--- config.mk ---
export PLATFORM = sky130hd
export DESIGN_NAME = cache_word_result
export DESIGN_NICKNAME = d
export VERILOG_FILES = /design/src/source/cache_word_result.sv
export VERILOG_INCLUDE_DIRS = /design/src /design/src/source
export SDC_FILE = /design/constraint.sdc
export NUM_CORES = 1
export LEC_CHECK = 0
export ABC_AREA = 1
export BUFFER_PORTS_ARGS = -buffer_cell sky130_fd_sc_hd__buf_2
export CORE_AREA = 4 4 121 123
export DETAILED_ROUTE_END_ITERATION = 8
export DIE_AREA = 0 0 125 127
export PLACE_DENSITY_LB_ADDON = 0.12
export REMOVE_ABC_BUFFERS = 1
export SLEW_MARGIN = 20
export SYNTH_ARGS = -nofsm -noshare
export SYNTH_HDL_FRONTEND = slang
export SYNTH_SLANG_ARGS = --single-unit
--- constraint.sdc ---
create_clock -name vclk -period 0.85
set_input_delay 0.1275 -clock vclk [all_inputs]
set_output_delay 0.1275 -clock vclk [all_outputs]
set_load 0.005 [all_outputs]
--- src/source/cache_params.svh ---
`ifndef CACHE_PARAMS_SVH
`define CACHE_PARAMS_SVH

// cache geometry
`define CACHE_LINES 8
`define IDX_W 3
`define TAG_W 5
`define OFF_W 2

// address and data widths
`define ADDR_W 12
`define WORD_W 32
`define LINE_W 128
`define LINE_ADDR_W 8

// cycles from mem_req rising to mem_ack
`define MEM_LATENCY 4

`endif
--- src/source/cache_word_result.sv ---
`timescale 1ns/1ps
`default_nettype none

`include "cache_params.svh"

module cache_word_result (
	input  wire logic [`LINE_W-1:0] cur_line,
	input  wire logic [`OFF_W-1:0]  off,
	input  wire logic [`WORD_W-1:0] wdata,
	output logic [`WORD_W-1:0]      rdata,
	output logic [`LINE_W-1:0]      merged_line
);

	localparam int WORDS = `LINE_W / `WORD_W;

	// word 0 sits in the top bits of the line
	always_comb begin
		rdata = '0;
		merged_line = cur_line;
		for (int w = 0; w < WORDS; w++) begin
			if (off == `OFF_W'(w)) begin
				rdata = cur_line[`LINE_W-1 - w*`WORD_W -: `WORD_W];
				merged_line[`LINE_W-1 - w*`WORD_W -: `WORD_W] = wdata;
			end
		end
	end

endmodule

`default_nettype wire

==> metrics.txt <==
most frequent CP cell buf_12; std cell rows 43; initial antenna violation count 0; ANT nets after route 0; failing checks negative setup slack; Tmin final 1.17 ns; final net count 997; crit end category output pin; Comb pwr share 1.000; hold wc startpoint cur_line[40]; die outline height 127 um; first-pass GRT wire length 27000 um; maxcap violations 0; Max-slew headroom 0.776; Tcrit/Tclk final 1.38; Warnings, synthesis 0; hold depth 4; Max FO, Critical Path 6; Layout fillers 1487; Initial Utilization 0.173; total number of vias 5057; drt first-iter violations 263; clock power share 0; Final Worst Setup Slack -0.321 ns; P_sw 1.65 mW; layout cells sized above 1 0.552; Horiz. Die Dim 125 um; GRT Util Overall 0.207; most frequent cells in the layout buf_2 (320), nand2_1 (96), nand3_1 (96); CP required 0.72 ns; synth unique cells 17; fmax 854 MHz; Via density 4.99; I/O pin count 322; crit path launch type input port; Stages on worst setup path 8; CP max stage delay 0.16 ns; drt first pass iters 5; crit-path cells buf_12 > nor2_4 > buf_12 > buf_12 > clkbuf_16 > nand2_2 > nand4_1 > buf_2; RSZ-0062 raised after global routing yes; final WL 18600 um; GR Overflow Total 0; synth top area cells nand3_1 (20%), nand2_1 (20%), o21ai_0 (18%); area of placed instances 4300 um2; largest area contributor in the netlist nand3_1; most common cell after layout, fill and taps aside buf_2; pin count of the biggest net entering global routing 35; Post-DP HPWL 12600 um; FFs & Latches 0; mapped cell area 2370 um2; Slowest-stage cell, CP nor2_4; Worst Hold End merged_line[40]; CP Data Arrival Time 1.04 ns; Final Hold Viols 0; Ant. Diodes 0; Placed Cells incl. Taps 986; register area 0 um2; # DRC 0; die area 15900 um2; Synth top area share 0.203; actual slew at the worst max-slew pin 0.336 ns; power per cell area 606 nW/um2; average wire per standard cell 18.4 um; Avg Inst Size Synth 4.70 um2; min-delay worst type in -> out; vias in the first global route 4867; clock buf count 0; Switching Share 0.509; Design Area, Final 5340 um2; I/O Buffers 322; peak supply drop 0.177 mV; Internal 1.59 mW; Layout area overhead 125%; CP delay by family, top buffers and inverters; CP Class in -> out; Pins Over Slew Limit 0; routability cong. 0.975; dpl ws -0.394 ns; Leak 2.88 nW; Final Setup Violations 160; outcome complete, but fails checks; Mapped Cells 504; Non-Filler Instances 1013; core area 13700 um2; post-synthesis sequential area ratio 0; Bufs and invs on worst path 5; Final Power 3.24 mW; sequential share of power 0
-- per-stage QoR --
step,hold slack (ns),TNS (ns),util
2_1_floorplan,0.358,-65.09,-
3_3_place_gp,0.545,-45.76,0.315
3_5_place_dp,0.548,-49.21,0.315
4_1_cts,0.550,-35.54,0.374
5_1_grt,0.556,-44.49,0.390
6_report,0.547,-36.91,0.390
-- layout make-up --
type	count	area (um2)	area share
inverters	34	135	0.0253
multi-input cells	420	2260	0.424
well taps	180	225	0.0422
repair buffers	379	2710	0.508
-- logic make-up after synthesis --
logic type,share of synthesized area
AO/OA/AOI/OAI,0.270
buffers and inverters,0.172
AND/OR/NAND/NOR,0.558
-- cells in the mapped netlist, drive strengths merged --
cell	number
o21ai	96
nor2	33
nand4	32
clkbuf	4
inv	34
buf	46
a21oi	32
nand2	131
nand3	96
-- worst max-delay path by stage --
| stage | start | end | slack (ns) |
|---|---|---|---|
| final | off[0] | rdata[8] | -0.32 |
| after global routing | off[0] | rdata[5] | -0.36 |
| after CTS | off[0] | merged_line[113] | -0.30 |
| after detailed placement | off[1] | merged_line[113] | -0.39 |
| after global placement | off[1] | merged_line[113] | -0.37 |
| after floorplan | off[1] | merged_line[100] | -0.68 |
-- power groups by stage --
stage | registers, mW | clock network [mW] | logic, mW
finish | 0 | 0 | 3.24
global route | 0 | 0 | 3.51
CTS | 0 | 0 | 3.10
detailed placement | 0 | 0 | 2.54
global placement | 0 | 0 | 2.54
floorplan | 0 | 0 | 0.903
-- routing by layer --
layer / wire, um / vias up / GRT usage
met5: 0 / - / 0
li1: - / 2402 / -
met3: 1640 / 26 / 0.0393
met1: 7270 / 2325 / 0.249
met4: 290 / 0 / 0.0434
met2: 9410 / 304 / 0.384
-- what timing repair did --
item / 4_1_cts / 5_1_grt
pin swaps: 11 / 4
buffers inserted: 9 / 0
hold buffers: 0 / 0
resized for setup: 121 / 47
endpoints found under the setup margin: 160 / 160
cloned: 14 / 4
Power figures use the tool's default switching activity.
