==> config.mk <==
export PLATFORM = sky130hd
export DESIGN_NAME = cache_tag_decode
export DESIGN_NICKNAME = d
export VERILOG_FILES = /design/src/source/cache_pkg.sv /design/src/source/cache_tag_decode.sv
export VERILOG_INCLUDE_DIRS = /design/src /design/src/source
export SDC_FILE = /design/constraint.sdc
export NUM_CORES = 1
export LEC_CHECK = 0
export BUFFER_PORTS_ARGS = -buffer_cell sky130_fd_sc_hd__buf_2
export CORE_AREA = 2 2 71 73
export CTS_BUF_LIST = sky130_fd_sc_hd__clkbuf_4
export DETAILED_ROUTE_END_ITERATION = 6
export DIE_AREA = 0 0 73 75
export GPL_TIMING_DRIVEN = 0
export HOLD_SLACK_MARGIN = 0.05
export MAX_ROUTING_LAYER = met4
export PLACE_DENSITY = 0.76
export SYNTH_ARGS = -nofsm -noshare
export SYNTH_HDL_FRONTEND = slang
export SYNTH_SLANG_ARGS = --single-unit
==> constraint.sdc <==
create_clock -name CLK -period 2.68 [get_ports CLK]
set_input_delay 0.402 -clock CLK [delete_from_list [all_inputs] [get_ports CLK]]
set_output_delay 0.402 -clock CLK [all_outputs]
set_load 0.005 [all_outputs]
==> src/source/cache_params.svh <==
`ifndef CACHE_PARAMS_SVH
`define CACHE_PARAMS_SVH

// cache geometry
`define CACHE_LINES 8
`define IDX_W 3
`define TAG_W 5
`define OFF_W 2

// address and data widths
`define ADDR_W 12
`define WORD_W 32
`define LINE_W 128
`define LINE_ADDR_W 8

// cycles from mem_req rising to mem_ack
`define MEM_LATENCY 4

`endif
==> src/source/cache_pkg.sv <==
`default_nettype none

`include "cache_params.svh"

package cache_pkg;

	// what the processor presents while cpu_sel is high
	typedef struct packed {
		logic               write;
		logic [`ADDR_W-1:0] addr;
		logic [`WORD_W-1:0] wdata;
	} cpu_req_t;

	// line transfer command that travels with mem_req
	typedef struct packed {
		logic                    write;
		logic [`LINE_ADDR_W-1:0] line_addr;
		logic [`LINE_W-1:0]      wline;
	} mem_req_t;

	typedef enum logic [2:0] {
		OP_NONE,
		OP_READ_HIT,
		OP_READ_MISS,
		OP_WRITE_HIT,
		OP_WRITE_MISS
	} cache_op_e;

	typedef enum logic [2:0] {
		ST_IDLE,
		ST_FILL,
		ST_FILL_REL,
		ST_WT,
		ST_WT_REL,
		ST_DONE
	} exec_state_e;

	// directory update from the controller
	typedef struct packed {
		logic              en;
		logic [`IDX_W-1:0] idx;
		logic [`TAG_W-1:0] tag;
		logic              valid;
	} tag_upd_t;

endpackage

`default_nettype wire

==> src/source/cache_tag_decode.sv <==
`timescale 1ns/1ps
`default_nettype none

`include "cache_params.svh"

module cache_tag_decode (
	input  wire logic               CLK,
	input  wire logic               arst_n,
	input  wire logic               cpu_sel,
	input  var  cache_pkg::cpu_req_t cpu_req,
	input  var  cache_pkg::tag_upd_t tag_upd,
	output cache_pkg::cache_op_e    op,
	output logic [`IDX_W-1:0]       idx,
	output logic [`TAG_W-1:0]       tag,
	output logic [`OFF_W-1:0]       off
);
	import cache_pkg::*;

	localparam int BYTE_W = $clog2(`WORD_W / 8);

	logic [`TAG_W-1:0]       tag_arr [`CACHE_LINES];
	logic [`CACHE_LINES-1:0] valid;
	logic                    hit;

	// tag | index | word offset | byte
	assign off = cpu_req.addr[BYTE_W +: `OFF_W];
	assign idx = cpu_req.addr[BYTE_W + `OFF_W +: `IDX_W];
	assign tag = cpu_req.addr[`ADDR_W-1 -: `TAG_W];

	assign hit = valid[idx] && (tag_arr[idx] == tag);

	always_comb begin
		if (!cpu_sel) begin
			op = OP_NONE;
		end else if (cpu_req.write) begin
			op = hit ? OP_WRITE_HIT : OP_WRITE_MISS;
		end else begin
			op = hit ? OP_READ_HIT : OP_READ_MISS;
		end
	end

	always_ff @(posedge CLK or negedge arst_n) begin
		if (!arst_n) begin
			valid <= '0;
		end else if (tag_upd.en) begin
			valid[tag_upd.idx] <= tag_upd.valid;
		end
	end

	always_ff @(posedge CLK) begin
		if (tag_upd.en) begin
			tag_arr[tag_upd.idx] <= tag_upd.tag;
		end
	end

	// a line must never turn valid with a garbage tag
	a_upd_tag_known: assert property (@(posedge CLK) disable iff (!arst_n)
		tag_upd.en && tag_upd.valid |-> !$isunknown(tag_upd.tag));

endmodule

`default_nettype wire

==> results by group <==
Timing
  • Final Hold Viols: 0
  • Worst Max-Slew Pin Slew: 1100 ps
  • Hold WS: 314 ps
  • Clock Skews: 0 ps
  • Period utilization: 120%
  • Fmax: 311 MHz
  • Setup TNS: -990 ps
  • Setup violators final: 2
  • Final setup margin: -531 ps
  • Relative slew slack: 26.1%
  • Min cycle time layout: 3210 ps
  • RSZ-0062 raised after global routing: true
  • Slew Limit Fails: 0

Power and ir drop
  • Switching power total: 0.305 mW
  • Logic pwr share: 14.1%
  • Power Dens Cells: 559 nW/um^2
  • Final Total Pwr: 1.39 mW
  • Peak supply drop: 0.000397 V
  • Sequential share of power: 62.8%
  • Clock share of power: 23.1%
  • Sw Ratio: 22.0%
  • Internal Power: 1.08 mW
  • P_leak: 0.977 nW

Finish
  • Share of cells above drive strength 1: 39.7%
  • Layout fillers: 393
  • End-of-flow core utilization: 53.3%
  • Non-filler cells, final: 233
  • Area Growth Syn to Fin: 16.9%
  • Area of the multi-input gates: 653 um^2
  • # diodes: 0
  • Sequential cell area: 1400 um^2
  • Fin area: 2490 um^2
  • Fin nets: 237

Die
  • Initial Util: 45.6%
  • Die Footprint: 5480 um^2
  • # IOs: 71
  • Rows: 25
  • Die Y-Extent: 75 um
  • CORE AREA: 4660 um^2
  • Die W: 73 um

GRT
  • GR Overflow Total: 0
  • Largest net degree at the start of global routing: 14
  • Global Route Usage Sum: 15.9%
  • Initial antenna violation count: 0
  • Vias in the first global route: 1245
  • Global-route wire length before repair: 6090 um

CTS
  • Clk Latency, worst-skew pair: 340 ps
  • TritonCTS Buffers: 5
  • CTS tree: built
  • Worst-path clk slew: 120 ps
  • CTS Buffer Depth: 2
  • H-tree Lvls: 2
  • Root buffer cell: clkbuf_4
  • # clock sinks: 48

Outcome
  • Failing checks: setup timing
  • Run status: complete, but fails checks

Setup path
  • Critical path class: flop to primary output
  • Worst path depth: 8
  • Reg-to-Reg End: valid[0]$_DFFE_PN0P_
  • Worst setup path start: tag_arr[7][4]$_DFFE_PP_
  • Critical Path Sink: op[1]
  • Crit-path slowest cell: or4_4
  • Worst-path cell chain: mux4_2, mux2i_1, o21ai_1, or3_1, or4_4, ha_4, and2_4, buf_6
  • Reg2Reg Depth: 1
  • Critical R2R Launch: valid[0]$_DFFE_PN0P_
  • Critical Path End Type: primary output
  • Critical Path AT: 2810 ps
  • Crit path max-delay family: simple AND/OR/NAND/NOR gates
  • R2R Setup Slk: 1910 ps
  • Worst Path Buf+Inv: 1
  • Critical Path Fanout Max: 2
  • Max incr delay on CP: 500 ps
  • WP data required: 2280 ps
  • Crit start category: flop

Place
  • Gpl congestion: 0.716
  • Placed Area: 2370 um^2
  • Hpwl dp: 2760 um
  • Placed cell count: 222
  • # port buffers: 34
  • Post-Place Worst Slack: -544 ps

Yosys
  • Seq/Total Area, Yosys: 65.9%
  • Number of synthesized register bits: 48
  • Synthesized netlist cell count: 134
  • Mean Syn Cell Area: 15.9 um^2
  • Synth Net Count: 193
  • Post-Syn Area: 2130 um^2
  • Yosys cell types: 27
  • Warnings from Yosys: 0

Routing
  • Via density: 5.33
  • Iter 0 DRT Violations: 55
  • DRC viols: 0
  • DRT Pass-1 Iters: 4
  • Final WL: 3850 um
  • DR WL/cell: 16.5 um
  • Post-route ant nets: 0
  • Via count: 1242

Worst hold path
  • Hold crit path type: input pin to flop

Job
  • Maximum Capacitance Violations: 0
[synthesized netlist by cell type (all sizes together)]
library cell	count	area, um^2
o21a	1	7.51
and2	3	18.8
nand2b	3	18.8
nand3	1	5.00
mux2	9	101
mux4	4	93.8
edfxtp	40	1200
buf	12	93.8
mux2i	17	170
o21ai	2	10.0
inv	1	3.75
a22o	4	35.0
nand2	5	18.8
nor2	7	26.3
or3	2	12.5
nor4	1	6.26
or4	1	7.51
nor3	3	15.0
dfrtp	8	200
nor4b	1	8.76
nor2b	2	12.5
xnor2	2	17.5
ha	1	12.5
a22oi	4	30.0
[routing by layer]
layer	part of all wire [%]	wire, um	up-vias	track usage, %
li1	-	-	593	-
met1	43	1650	593	19.3
met2	49	1870	49	26.3
met3	6.9	267	7	3.75
met4	1.5	57	0	5.56
met5	0	0	-	-
[repair_timing]
action                     in CTS  in global routing
pin swaps                       0                  5
hold buffers                    1                  0
setup endpoints to repair       2                  3
hold endpoints to repair        8                  0
gates resized for setup         1                  5
setup buffers                   1                  1
[cells in the final DEF, fill, tap and decap left out]
cell and instances:
a22o_1 4, a22oi_1 4, and2_1 2, and2_4 1, buf_12 1, buf_2 33, buf_4 13, buf_6 1
clkbuf_4 7, clkinv_1 1, dfrtp_1 8, dlygate4sd3_1 1, edfxtp_1 40, ha_4 1, inv_1 1, mux2_2 9
mux2i_1 17, mux4_1 1, mux4_2 3, nand2_1 5, nand2b_1 3, nand3_1 1, nor2_1 7, nor2b_1 2
nor3_1 3, nor4_1 1, nor4b_2 1, o21a_1 1, o21ai_0 1, o21ai_1 1, or3_1 2, or4_4 1
xnor2_1 2
[how the worst min path moves through the flow]
stage                         endpoint        from  depth (start not counted)  slack (ps)
2_1_floorplan     valid[0]$_DFFE_PN0P_      arst_n                          0         110
3_3_place_gp      valid[0]$_DFFE_PN0P_      arst_n                          1         240
3_5_place_dp      valid[1]$_DFFE_PN0P_      arst_n                          1         250
4_1_cts        tag_arr[4][1]$_DFFE_PP_  tag_upd[2]                          1         290
5_1_grt        tag_arr[4][4]$_DFFE_PP_  tag_upd[5]                          1         300
6_report       tag_arr[0][3]$_DFFE_PP_  tag_upd[4]                          1         310
[sequential cells by signal, indices dropped and copies added (netlist names)]
signal   count
valid        8
tag_arr     40
[area by class of cell]
cell class | instances | share of cell area (%)
sequential | 48 | 56.4
multi-input combinational | 73 | 26.3
timing repair buffer | 37 | 8.10
buffer | 12 | 4.13
tap | 54 | 2.72
clock buffer | 7 | 2.11
clock inverter | 1 | 0.151
inverter | 1 | 0.151
[power groups by stage]
stage / sequential [mW] / clock, mW / combinational [mW]
global route: 0.877 / 0.364 / 0.218
detailed placement: 0.890 / 0 / 0.185
floorplan: 0.883 / 0 / 0.120
CTS: 0.872 / 0.330 / 0.189
finish: 0.872 / 0.321 / 0.196
global placement: 0.885 / 0 / 0.176
[cells by family (layout without fill, tap and decap cells)]
logic type	count (synthesis)	in the layout	share of synthesized area, %
flip-flops	48	48	65.9
multiplexers	30	30	17.2
AND/OR/NAND/NOR	29	29	7.06
buffers and inverters	13	58	4.59
AO/OA/AOI/OAI	11	11	3.88
XOR/XNOR	2	2	0.824
adder cells (fa/ha/maj)	1	1	0.588
Power figures use the tool's default switching activity.
